File: src/common/or1420Pkg.sv
`default_nettype none

package or1420Pkg;

  // ~~~~~~~~~~~~~~~~~~~~~~~~~~~~~~~~~~~~~~~~~~~~~~~~~~~~~~~~~~~~~~~~~~~~
  // custom-instruction bus
  // ~~~~~~~~~~~~~~~~~~~~~~~~~~~~~~~~~~~~~~~~~~~~~~~~~~~~~~~~~~~~~~~~~~~~

  localparam int dataWidth = 32;      // operand and result width
  localparam int ciNumberWidth = 8;

  // instruction numbers as the processor encodes them
  typedef enum logic [ciNumberWidth-1:0] {
    ciSwapByte   = 8'd1,
    ciDelayMicro = 8'd6
  } ciNumberT;

  // ~~~~~~~~~~~~~~~~~~~~~~~~~~~~~~~~~~~~~~~~~~~~~~~~~~~~~~~~~~~~~~~~~~~~
  // shared bus and reset
  // ~~~~~~~~~~~~~~~~~~~~~~~~~~~~~~~~~~~~~~~~~~~~~~~~~~~~~~~~~~~~~~~~~~~~

  localparam int nrOfBusMasters = 32; // bit 31 wins

  // msb of the counter ends the reset after 16 cycles
  localparam int resetCountWidth = 5;

  typedef enum logic [1:0] {
    idle,       // nobody owns the bus
    waitBegin,  // granted, master not started yet
    busy        // transaction running
  } arbiterStateT;

endpackage

`default_nettype wire

File: src/customInstructions/swapByte.sv
`timescale 1ns/1ns
`default_nettype none

module swapByte #(
  parameter logic [or1420Pkg::ciNumberWidth-1:0] customInstructionId = or1420Pkg::ciSwapByte
) (
  input  wire logic                              ciStart,
  input  wire logic [or1420Pkg::ciNumberWidth-1:0] ciNumber,
  input  wire logic [or1420Pkg::dataWidth-1:0]   ciDataA,
  input  wire logic [or1420Pkg::dataWidth-1:0]   ciDataB,
  output logic                                   ciDone,
  output logic [or1420Pkg::dataWidth-1:0]        ciResult
);

  logic                              s_selected;
  logic [or1420Pkg::dataWidth-1:0]   s_wordReversed;
  logic [or1420Pkg::dataWidth-1:0]   s_halfSwapped;

  assign s_selected = ciStart && (ciNumber == customInstructionId);

  // byte 0 ends up in byte 3
  assign s_wordReversed = {ciDataA[7:0], ciDataA[15:8], ciDataA[23:16], ciDataA[31:24]};

  // bytes swapped inside each half
  assign s_halfSwapped = {ciDataA[23:16], ciDataA[31:24], ciDataA[7:0], ciDataA[15:8]};

  assign ciDone = s_selected;   // single cycle instruction

  always_comb begin
    ciResult = '0;
    if (s_selected) begin
      if (ciDataB[0]) begin
        ciResult = s_halfSwapped;
      end else begin
        ciResult = s_wordReversed;
      end
    end
  end

endmodule

`default_nettype wire

File: src/customInstructions/delayMicro.sv
`timescale 1ns/1ns
`default_nettype none

module delayMicro #(
  parameter logic [or1420Pkg::ciNumberWidth-1:0] customInstructionId = or1420Pkg::ciDelayMicro,
  parameter int ticksPerMicrosecond = 50
) (
  input  wire logic                                s_systemClock,
  input  wire logic                                reset,
  input  wire logic                                ciStart,
  input  wire logic [or1420Pkg::ciNumberWidth-1:0] ciNumber,
  input  wire logic [or1420Pkg::dataWidth-1:0]     ciDataA,
  output logic                                     ciDone,
  output logic [or1420Pkg::dataWidth-1:0]          ciResult
);

  localparam int prescalerWidth = (ticksPerMicrosecond > 1) ? $clog2(ticksPerMicrosecond) : 1;
  localparam logic [prescalerWidth-1:0] prescalerReload = prescalerWidth'(ticksPerMicrosecond - 1);

  logic                                s_selected;
  logic                                s_busy;
  logic                                s_doneReg;
  logic [prescalerWidth-1:0]           s_prescaler;
  logic [or1420Pkg::dataWidth-1:0]     s_microCount;

  assign s_selected = ciStart && (ciNumber == customInstructionId);

  // ~~~~~~~~~~~~~~~~~~~~~~~~~~~~~~~~~~~~~~~~~~~~~~~~~~~~~~~~~~~~~~~~~~~~
  // microsecond counter with tick prescaler
  // ~~~~~~~~~~~~~~~~~~~~~~~~~~~~~~~~~~~~~~~~~~~~~~~~~~~~~~~~~~~~~~~~~~~~

  always_ff @(posedge s_systemClock or posedge reset) begin
    if (reset) begin
      s_busy       <= 1'b0;
      s_doneReg    <= 1'b0;
      s_prescaler  <= '0;
      s_microCount <= '0;
    end else begin
      s_doneReg <= 1'b0;
      if (!s_busy) begin
        if (s_selected) begin
          s_busy       <= 1'b1;
          s_microCount <= ciDataA;
          s_prescaler  <= prescalerReload;
          s_doneReg    <= (ciDataA == '0);   // zero delay finishes at once
        end
      end else if (s_microCount != '0) begin
        if (s_prescaler == '0) begin
          s_prescaler  <= prescalerReload;
          s_microCount <= s_microCount - 1'b1;
          s_doneReg    <= (s_microCount == 1);
        end else begin
          s_prescaler <= s_prescaler - 1'b1;
        end
      end else if (!s_selected) begin
        // wait for the processor to drop the start after done
        s_busy <= 1'b0;
      end
    end
  end

  assign ciDone   = s_doneReg;
  assign ciResult = '0;   // delay returns no value

endmodule

`default_nettype wire

File: src/busArbiter/busArbiter.sv
`timescale 1ns/1ns
`default_nettype none

module busArbiter #(
  parameter int busTimeoutCycles = 64
) (
  input  wire logic                                 s_systemClock,
  input  wire logic                                 reset,
  input  wire logic [or1420Pkg::nrOfBusMasters-1:0] busRequests,
  input  wire logic                                 beginTransaction,
  input  wire logic                                 endTransaction,
  input  wire logic                                 dataValid,
  output logic [or1420Pkg::nrOfBusMasters-1:0]      busGrants,
  output logic                                      busError,
  output logic                                      arbiterEndTransaction,
  output logic                                      busIdle
);

  localparam int timeoutWidth = $clog2(busTimeoutCycles + 1);
  localparam logic [timeoutWidth-1:0] timeoutLast = timeoutWidth'(busTimeoutCycles - 1);

  or1420Pkg::arbiterStateT                  s_state;
  logic [or1420Pkg::nrOfBusMasters-1:0]     s_grantSelect;
  logic [or1420Pkg::nrOfBusMasters-1:0]     s_grantReg;
  logic [timeoutWidth-1:0]                  s_timeoutCount;
  logic                                     s_timeoutPulse;
  logic                                     s_busActivity;

  // ~~~~~~~~~~~~~~~~~~~~~~~~~~~~~~~~~~~~~~~~~~~~~~~~~~~~~~~~~~~~~~~~~~~~
  // fixed priority, highest set request wins
  // ~~~~~~~~~~~~~~~~~~~~~~~~~~~~~~~~~~~~~~~~~~~~~~~~~~~~~~~~~~~~~~~~~~~~

  always_comb begin
    s_grantSelect = '0;
    for (int i = 0; i < or1420Pkg::nrOfBusMasters; i++) begin
      if (busRequests[i]) begin
        s_grantSelect    = '0;   // a higher bit overrides
        s_grantSelect[i] = 1'b1;
      end
    end
  end

  assign s_busActivity = beginTransaction | endTransaction | dataValid;

  // ~~~~~~~~~~~~~~~~~~~~~~~~~~~~~~~~~~~~~~~~~~~~~~~~~~~~~~~~~~~~~~~~~~~~
  // state machine
  // ~~~~~~~~~~~~~~~~~~~~~~~~~~~~~~~~~~~~~~~~~~~~~~~~~~~~~~~~~~~~~~~~~~~~

  always_ff @(posedge s_systemClock or posedge reset) begin
    if (reset) begin
      s_state <= or1420Pkg::idle;
    end else begin
      case (s_state)
        or1420Pkg::idle: begin
          if (busRequests != '0) begin
            s_state <= or1420Pkg::waitBegin;
          end
        end
        or1420Pkg::waitBegin: begin
          if (s_timeoutPulseNext()) begin
            s_state <= or1420Pkg::idle;
          end else if (beginTransaction) begin
            s_state <= or1420Pkg::busy;
          end
        end
        or1420Pkg::busy: begin
          if (endTransaction || s_timeoutPulseNext()) begin
            s_state <= or1420Pkg::idle;
          end
        end
        default: s_state <= or1420Pkg::idle;
      endcase
    end
  end

  // last silent cycle of an owned bus
  function automatic logic s_timeoutPulseNext();
    return !s_busActivity && (s_timeoutCount == timeoutLast);
  endfunction

  // grant is a single cycle pulse
  always_ff @(posedge s_systemClock or posedge reset) begin
    if (reset) begin
      s_grantReg <= '0;
    end else if (s_state == or1420Pkg::idle) begin
      s_grantReg <= s_grantSelect;
    end else begin
      s_grantReg <= '0;
    end
  end

  // ~~~~~~~~~~~~~~~~~~~~~~~~~~~~~~~~~~~~~~~~~~~~~~~~~~~~~~~~~~~~~~~~~~~~
  // inactivity timeout
  // ~~~~~~~~~~~~~~~~~~~~~~~~~~~~~~~~~~~~~~~~~~~~~~~~~~~~~~~~~~~~~~~~~~~~

  always_ff @(posedge s_systemClock or posedge reset) begin
    if (reset) begin
      s_timeoutCount <= '0;
      s_timeoutPulse <= 1'b0;
    end else begin
      s_timeoutPulse <= 1'b0;
      if (s_state == or1420Pkg::idle || s_busActivity) begin
        s_timeoutCount <= '0;
      end else if (s_timeoutCount == timeoutLast) begin
        s_timeoutCount <= '0;
        s_timeoutPulse <= 1'b1;   // abort the stuck master
      end else begin
        s_timeoutCount <= s_timeoutCount + 1'b1;
      end
    end
  end

  assign busGrants             = s_grantReg;
  assign busError              = s_timeoutPulse;
  assign arbiterEndTransaction = s_timeoutPulse;
  assign busIdle               = (s_state == or1420Pkg::idle);

endmodule

`default_nettype wire

File: src/source/or1420Subsystem.sv
`timescale 1ns/1ns
`default_nettype none

module or1420Subsystem #(
  parameter int systemClockInHz = 50000000,
  parameter logic [or1420Pkg::ciNumberWidth-1:0] swapByteId = or1420Pkg::ciSwapByte,
  parameter logic [or1420Pkg::ciNumberWidth-1:0] delayMicroId = or1420Pkg::ciDelayMicro,
  parameter int busTimeoutCycles = 64
) (
  input  wire logic                                 s_systemClock,
  input  wire logic                                 s_pllLocked,
  input  wire logic                                 ciStart,
  input  wire logic [or1420Pkg::ciNumberWidth-1:0]  ciNumber,
  input  wire logic [or1420Pkg::dataWidth-1:0]      ciDataA,
  input  wire logic [or1420Pkg::dataWidth-1:0]      ciDataB,
  output logic                                      ciDone,
  output logic [or1420Pkg::dataWidth-1:0]           ciResult,
  input  wire logic [or1420Pkg::nrOfBusMasters-1:0] busRequests,
  output logic [or1420Pkg::nrOfBusMasters-1:0]      busGrants,
  input  wire logic                                 beginTransaction,
  input  wire logic                                 endTransaction,
  input  wire logic                                 dataValid,
  output logic                                      busError,
  output logic                                      arbiterEndTransaction,
  output logic                                      busIdle
);

  localparam int ticksPerMicrosecond = systemClockInHz / 1000000;

  logic [or1420Pkg::resetCountWidth-1:0] s_resetCount;
  logic                                  s_reset;
  logic                                  s_ciStartGated;
  logic                                  s_swapByteDone;
  logic                                  s_delayDone;
  logic [or1420Pkg::dataWidth-1:0]       s_swapByteResult;
  logic [or1420Pkg::dataWidth-1:0]       s_delayResult;

  // ~~~~~~~~~~~~~~~~~~~~~~~~~~~~~~~~~~~~~~~~~~~~~~~~~~~~~~~~~~~~~~~~~~~~
  // reset sequencer
  // ~~~~~~~~~~~~~~~~~~~~~~~~~~~~~~~~~~~~~~~~~~~~~~~~~~~~~~~~~~~~~~~~~~~~

  always_ff @(posedge s_systemClock or negedge s_pllLocked) begin
    if (!s_pllLocked) begin
      s_resetCount <= '0;
    end else if (!s_resetCount[or1420Pkg::resetCountWidth-1]) begin
      s_resetCount <= s_resetCount + 1'b1;   // stops once the msb is set
    end
  end

  assign s_reset = ~s_resetCount[or1420Pkg::resetCountWidth-1];

  // processor side is held off while the system is in reset
  assign s_ciStartGated = ciStart & ~s_reset;

  // ~~~~~~~~~~~~~~~~~~~~~~~~~~~~~~~~~~~~~~~~~~~~~~~~~~~~~~~~~~~~~~~~~~~~
  // custom instructions
  // ~~~~~~~~~~~~~~~~~~~~~~~~~~~~~~~~~~~~~~~~~~~~~~~~~~~~~~~~~~~~~~~~~~~~

  swapByte #(
    .customInstructionId(swapByteId)
  ) swapByteInst (
    .ciStart (s_ciStartGated),
    .ciNumber(ciNumber),
    .ciDataA (ciDataA),
    .ciDataB (ciDataB),
    .ciDone  (s_swapByteDone),
    .ciResult(s_swapByteResult)
  );

  delayMicro #(
    .customInstructionId(delayMicroId),
    .ticksPerMicrosecond(ticksPerMicrosecond)
  ) delayMicroInst (
    .s_systemClock(s_systemClock),
    .reset        (s_reset),
    .ciStart      (s_ciStartGated),
    .ciNumber     (ciNumber),
    .ciDataA      (ciDataA),
    .ciDone       (s_delayDone),
    .ciResult     (s_delayResult)
  );

  // unselected units drive zeros
  assign ciDone   = s_swapByteDone | s_delayDone;
  assign ciResult = s_swapByteResult | s_delayResult;

  // ~~~~~~~~~~~~~~~~~~~~~~~~~~~~~~~~~~~~~~~~~~~~~~~~~~~~~~~~~~~~~~~~~~~~
  // bus arbiter
  // ~~~~~~~~~~~~~~~~~~~~~~~~~~~~~~~~~~~~~~~~~~~~~~~~~~~~~~~~~~~~~~~~~~~~

  busArbiter #(
    .busTimeoutCycles(busTimeoutCycles)
  ) arbiter (
    .s_systemClock        (s_systemClock),
    .reset                (s_reset),
    .busRequests          (busRequests),
    .beginTransaction     (beginTransaction),
    .endTransaction       (endTransaction),
    .dataValid            (dataValid),
    .busGrants            (busGrants),
    .busError             (busError),
    .arbiterEndTransaction(arbiterEndTransaction),
    .busIdle              (busIdle)
  );

endmodule

`default_nettype wire

File: config.mk
export PLATFORM = sky130hd
export DESIGN_NAME = or1420Subsystem
export DESIGN_NICKNAME = d
export VERILOG_FILES = /design/src/common/or1420Pkg.sv /design/src/customInstructions/swapByte.sv /design/src/customInstructions/delayMicro.sv /design/src/busArbiter/busArbiter.sv /design/src/source/or1420Subsystem.sv
export SDC_FILE = /design/constraint.sdc
export NUM_CORES = 1
export LEC_CHECK = 0
export ABC_CLOCK_PERIOD_IN_PS = 8600
export BUFFER_PORTS_ARGS = -buffer_cell sky130_fd_sc_hd__buf_2
export CAP_MARGIN = 20
export CELL_PAD_IN_SITES_DETAIL_PLACEMENT = 0
export CELL_PAD_IN_SITES_GLOBAL_PLACEMENT = 2
export CORE_MARGIN = 2
export CORE_UTILIZATION = 32
export CTS_CLUSTER_SIZE = 30
export DETAILED_ROUTE_END_ITERATION = 6
export PLACE_DENSITY = 0.93
export SETUP_SLACK_MARGIN = 0.02
export SYNTH_ARGS = -nofsm -noshare
export SYNTH_HDL_FRONTEND = slang
export SYNTH_SLANG_ARGS = --single-unit
File: constraint.sdc
create_clock -name s_systemClock -period 8.6 [get_ports s_systemClock]
set_input_delay 0 -clock s_systemClock [delete_from_list [all_inputs] [get_ports s_systemClock]]
set_output_delay 0 -clock s_systemClock [all_outputs]
set_load 0.005 [all_outputs]
Word-level counts from Yosys, hierarchy flattened
Index checks and enable logic that the tools add are counted.

storage, ports and cells
  input bits = 110
  output and inout port bits = 68
  register bits = 87

operators by class
  equality and inequality tests = 11
  bitwise operators = 4
  multiplexer cells = 60
  reduce and logical (&&, ||, !) cells = 15
  $add $sub $neg = 4

operators with widths
  kind                   count
  $mux 32                8
  $reduce_bool 32->1     2
  $eq 32x1->1 const B    1
  $logic_not 32->1       1
  $sub 32x1->32 const B  1
  $mux 31                1
  $mux 30                1
  $mux 6                 5
  $mux 29                1
  $mux 28                1
  $mux 27                1
  $mux 26                1
  $mux 25                1
  $mux 24                1
  $mux 23                1
  $mux 22                1
  $mux 21                1
  $mux 7                 3
  $mux 20                1
  $mux 19                1
  $mux 18                1
  $mux 17                1
  $mux 16                1
  $mux 15                1
  34 further kinds       56

Logic depth before layout (Yosys ltp)
  depth after elaboration = 33
  depth in mapped cells = 9
  mapped depth without buffers = 7

Cells and area by module
Synthesis repeated with hierarchy kept, for this count alone.

unflattened totals
  cells, all modules = 623
  area total of the unflattened synthesis = 6,030.8 sq um

modules (own cells, without submodules)
  module           area each (sq um)  cells an instance  instances
  delayMicro       3,070.4            355                1
  busArbiter       1,681.6            135                1
  swapByte         848.3              84                 1
  or1420Subsystem  430.4              49                 1

Least setup slack after synthesis
Ideal clock, no wire load.

  path type = register to register
  start = register s_resetCount[4] in the netlist's numbering
  end = register delayMicroInst.s_microCount[22] in the netlist's numbering
  buffers on the path = 1
  path slack = 5.021 ns
  stages on the path, launching flop included = 7
  setup time = 0.099 ns
  arrival = 3.480 ns
  cells stage by stage = dfrtp_1 -> and3b_1 -> nand3_1 -> nand2_1 -> buf_1 -> a21oi_1 -> a311oi_1

on the way
  cells in the longest elaborated chain, start to end = 4

RTL lines
  what                                RTL line               source
  start, declared                     or1420Subsystem.sv:30  logic [or1420Pkg::resetCountWidth-1:0] s_resetCount;
  start signal, assigned              or1420Subsystem.sv:46  s_resetCount <= s_resetCount + 1'b1;
  $and 1x1->1                         or1420Subsystem.sv:53  assign s_ciStartGated = ciStart & ~s_reset;
  $logic_and 1x1->1                   delayMicro.sv:26       assign s_selected = ciStart && (ciNumber == customInstructionId);
  $reduce_bool 2->1 (no source line)  n/a
  $reduce_and 3->1 (no source line)   n/a
  end signal, assigned                delayMicro.sv:43       s_microCount <= ciDataA;
  end signal, assigned                delayMicro.sv:50       s_microCount <= s_microCount - 1'b1;
  end, declared                       delayMicro.sv:24       logic [or1420Pkg::dataWidth-1:0] s_microCount;

No other way between the ends.
A chain may end at the register's enable or synchronous reset.

Worst setup path after layout
  start = register delayMicroInst.s_microCount[8] in the netlist's numbering
  end = register delayMicroInst.s_microCount[31] in the netlist's numbering

on the way
  cells in the longest elaborated chain, start to end = 4
  elaborated cells on any way between the ends = 7
  classes of those cells = 1 x add/sub; 1 x eq/ne; 3 x mux; 2 x reduce/logical

RTL lines
  what           RTL line          source
  $sub 32x1->32  delayMicro.sv:50
  $mux 32        delayMicro.sv:48  if (s_prescaler == '0) begin
  $mux 32        delayMicro.sv:47  end else if (s_microCount != '0) begin
  $mux 32        delayMicro.sv:40  if (!s_busy) begin

Parallel ways exist; a longest one is shown, timed or not. The select of a mux whose other input is x is not followed.

==> impl_summary.log <==
[metrics] cell area after synthesis: 5149 sq um
[metrics] internal power summed over all cells: 0.7054 mW
[metrics] count of final hold-check violations: 0
[metrics] count of unresolved DRC violations after routing: 0
[metrics] yosys synthesis warning count: 0
[metrics] layout overhead on the synthesized area: 33.92%
[metrics] Post-CTS Hold Buffers: 52
[metrics] width of the chip: 130.8 um
[metrics] effective utilization at floorplan: 32.53%
[metrics] sequential power share: 45.4%
[metrics] Fmax: 313.6 MHz
[metrics] wire length of the first global-routing pass: 26,600 um
[metrics] leading area contributor after synthesis: dfrtp_1
[metrics] startpoint types: register
[metrics] net count of the mapped netlist: 674
[metrics] post-CTS setup-driven buffer insertion count: 0
[metrics] final net count: 860
[metrics] crit path max fanout: 23
[metrics] Clock H-tree levels: 3
[metrics] Total Wirelength: 16,850 um
[metrics] worst hold-check path type: in -> reg
[metrics] pin count of the biggest net entering global routing: 67
[metrics] transition time at the pin with the least slew margin: 1.055 ns
[metrics] outcome: finished clean
[metrics] number of buffers added by the clock tree synthesis step: 9
[metrics] total I/O pin count: 178
[metrics] Static Leak: 3.513 nW
[metrics] number of rows in the core area: 46
[metrics] sequential element share of the synthesized area: 42.28%
[metrics] data required time of the critical path: 8.80 ns
[metrics] total of endpoints with negative setup slack in the final report: 0
[metrics] max-cap viol count: 0
[metrics] number of flops mapped to enable cells by yosys: 0
[metrics] insertion delay to the later sink of the worst-skew pair: 0.35 ns
[metrics] most instantiated flip-flop cell in the synthesis netlist: dfrtp_1
[metrics] power density over the cells: 136.2 nW/um^2
[metrics] weighted congestion at the end of routability-driven global placement: 0.8130
[metrics] Hold WS: 0.01436 ns
[metrics] share of the core filled with cells in the final layout: 43.57%
[metrics] core outline area: 15,830 sq um
[metrics] combinational fraction of design power: 10.4%
[metrics] minimum clock period: 3.189 ns
[metrics] fraction of synthesis flops using an asynchronous set or reset pin: 100.0%
[metrics] unrepaired setup endpoints after global routing: false
[metrics] Max Clock Skew: 0.007259 ns
[metrics] share of the synthesized area in the top cell type: 42.28%
[metrics] max-slew violation total from the final report: 0
[metrics] post-route fraction of the period consumed by the critical path: 37.08%
[metrics] vias in the first global route: 5,154
[metrics] top cells by instance count after synthesis: 87 x dfrtp_1, 66 x nor2_1, 36 x mux2i_1, 34 x nand2_1, 26 x nor3_1
[metrics] tightest slew margin relative to the limit: 29.64%
[metrics] clock slew at reported path FFs: 0.07 ns
[metrics] Critical Path End Type: register
[metrics] post-route standard cell area excluding fillers: 6895 sq um
[metrics] Sw Ratio: 24.87%
[metrics] Tot Pwr: 0.9390 mW
[metrics] routed len/inst: 17.47 um
[metrics] number of port buffers: 146
[metrics] post-CTS sizing: 0
[metrics] Clock Power Share: 44.2%
[metrics] fraction of layout cells with a size suffix above 1: 25.90%
[metrics] overall overflow remaining after global route: 0
[metrics] most numerous cell in the Yosys netlist: dfrtp_1
[metrics] via density per instance: 5.459
[metrics] die footprint: 17,120 sq um
[metrics] Mapped Cells: 558
[metrics] synthesized area divided by synthesized cell count: 9.227 sq um
[metrics] Max clock buf depth: 2
[metrics] 1st-iter DRT viols: 293
[metrics] number of unique standard cell types used by synthesis: 74
[metrics] drt pass-1 iters: 5
[metrics] root buffer cell: clkbuf_16
[metrics] Peak VDD IR: 0.0001099 V
[metrics] Worst Setup Path Type: reg -> reg
[metrics] clock tree from TritonCTS: done
[metrics] main area contributors after synthesis: dfrtp_1 42%, mux2i_1 7.0%, nor2_1 4.8%
[metrics] number of vias after detailed routing: 5,268
[metrics] net switching power figure: 0.2336 mW
[metrics] post-placement cell area: 6046 sq um
[metrics] half-perimeter wire length after placement: 11,680 um
[metrics] die height: 130.8 um
[metrics] post-route antenna net violation count: 0
[metrics] global router's overall resource usage: 20.14%
[metrics] number of clock sinks: 87
[metrics] initial antenna violation count: 0
[metrics] count of inserted antenna diode cells: 0
[metrics] post-synthesis sequential element count: 87
[metrics] Setup Total Neg Slack: 0 ns
[metrics] signal arrival time at the worst endpoint: 3.39 ns
## per-layer routing
layer,share of wire (%),track usage (%),wire length (um),up-vias
met2,48,35.17,8031,246
li1,-,-,-,2470
met5,0,0,0,-
met3,8.9,6.107,1507,17
met1,42,24.51,7125,2535
met4,1.1,4.631,190,0
## placed cells by master, fill, tap and decap left out, types with 3 or more instances in the layout
master	instances
a211o_1	3
a21oi_1	21
a311oi_1	3
a31oi_1	19
and2_1	8
and3_1	11
and3b_1	8
buf_2	146
buf_4	3
clkbuf_16	9
dfrtp_1	85
dlygate4sd3_1	53
ha_1	6
inv_1	18
inv_6	4
mux2_2	3
mux2i_1	36
nand2_1	34
nand2b_1	8
nand3_1	24
nand4_1	13
nor2_1	66
nor3_1	26
nor3b_1	6
nor4_1	17
nor4b_1	4
o211ai_1	4
o21ai_0	13
o22ai_1	10
o31ai_1	5
o41ai_1	4
or2_2	3
or3_1	10
or4_1	4
xnor2_1	5
## logic make-up after synthesis
group / share of synthesized area (%)
AOI/OAI and AO/OA: 13.61
xor gates and xnor gates: 1.191
adders and majority gates: 1.458
buffers and inverters: 4.009
DFF: 42.28
muxes: 7.655
and+or+nand+nor: 29.79
## cell type report
class                   count  area, sq um
well taps                 216        270.3
inverters                  19        71.32
multi-input cells         424         2769
clock buffers              10        239.0
flip-flops and latches     87         2182
fillers                  1519         8932
repair buffers            203         1291
clock inverters             6        72.57
## stage by stage
stage,setup slack [ns],instances
after floorplan,5.021,558
after global placement,5.463,895
after detailed placement,5.430,895
after CTS,5.418,963
after global routing,5.176,965
final,5.411,965
## critical path: stages, from the launching register on
cell      delay (ns)
dfrtp_1         0.45
nor3_1          0.64
nand4_1         0.46
or4b_1          1.04
nand2_1         0.32
a221oi_1        0.13
## state kept, by name, indices dropped and copies added (netlist names)
signal,count
delayMicroInst.s_prescaler,6
arbiter.arbiterEndTransaction,1
delayMicroInst.s_microCount,32
s_resetCount,5
delayMicroInst.s_busy,1
arbiter.s_timeoutCount,7
delayMicroInst.ciDone,1
arbiter.busGrants,32
arbiter.s_state,2
## power groups by stage
stage | Sequential, mW | Clock (mW) | Combinational (mW)
4_1_cts | 0.426 | 0.424 | 0.0943
3_5_place_dp | 0.434 | 0 | 0.0762
3_3_place_gp | 0.433 | 0 | 0.0748
5_1_grt | 0.428 | 0.439 | 0.106
2_1_floorplan | 0.432 | 0 | 0.0322
6_report | 0.426 | 0.415 | 0.0973
## path summary, 6_finish.rpt
check	startpoint	to	slack, ns	cells after the start
min in group asynchronous	s_resetCount[4]$_DFF_PN0_	delayMicroInst.s_prescaler[3]$_DFFE_PN0P_	0.26	0
worst max register to register	delayMicroInst.s_microCount[8]$_DFFE_PN0P_	delayMicroInst.s_microCount[31]$_DFFE_PN0P_	5.41	5
max in group asynchronous	s_resetCount[4]$_DFF_PN0_	arbiter.busGrants[10]$_DFF_PN0_	7.22	1
worst min register to register	s_resetCount[4]$_DFF_PN0_	delayMicroInst.s_prescaler[3]$_DFFE_PN0P_	0.26	0
worst max-delay path	delayMicroInst.s_microCount[8]$_DFFE_PN0P_	delayMicroInst.s_microCount[31]$_DFFE_PN0P_	5.41	5
worst min-delay path	ciDataA[20]	delayMicroInst.s_microCount[20]$_DFFE_PN0P_	0.01	2
Note: power is estimated with default switching activity, not from simulation.
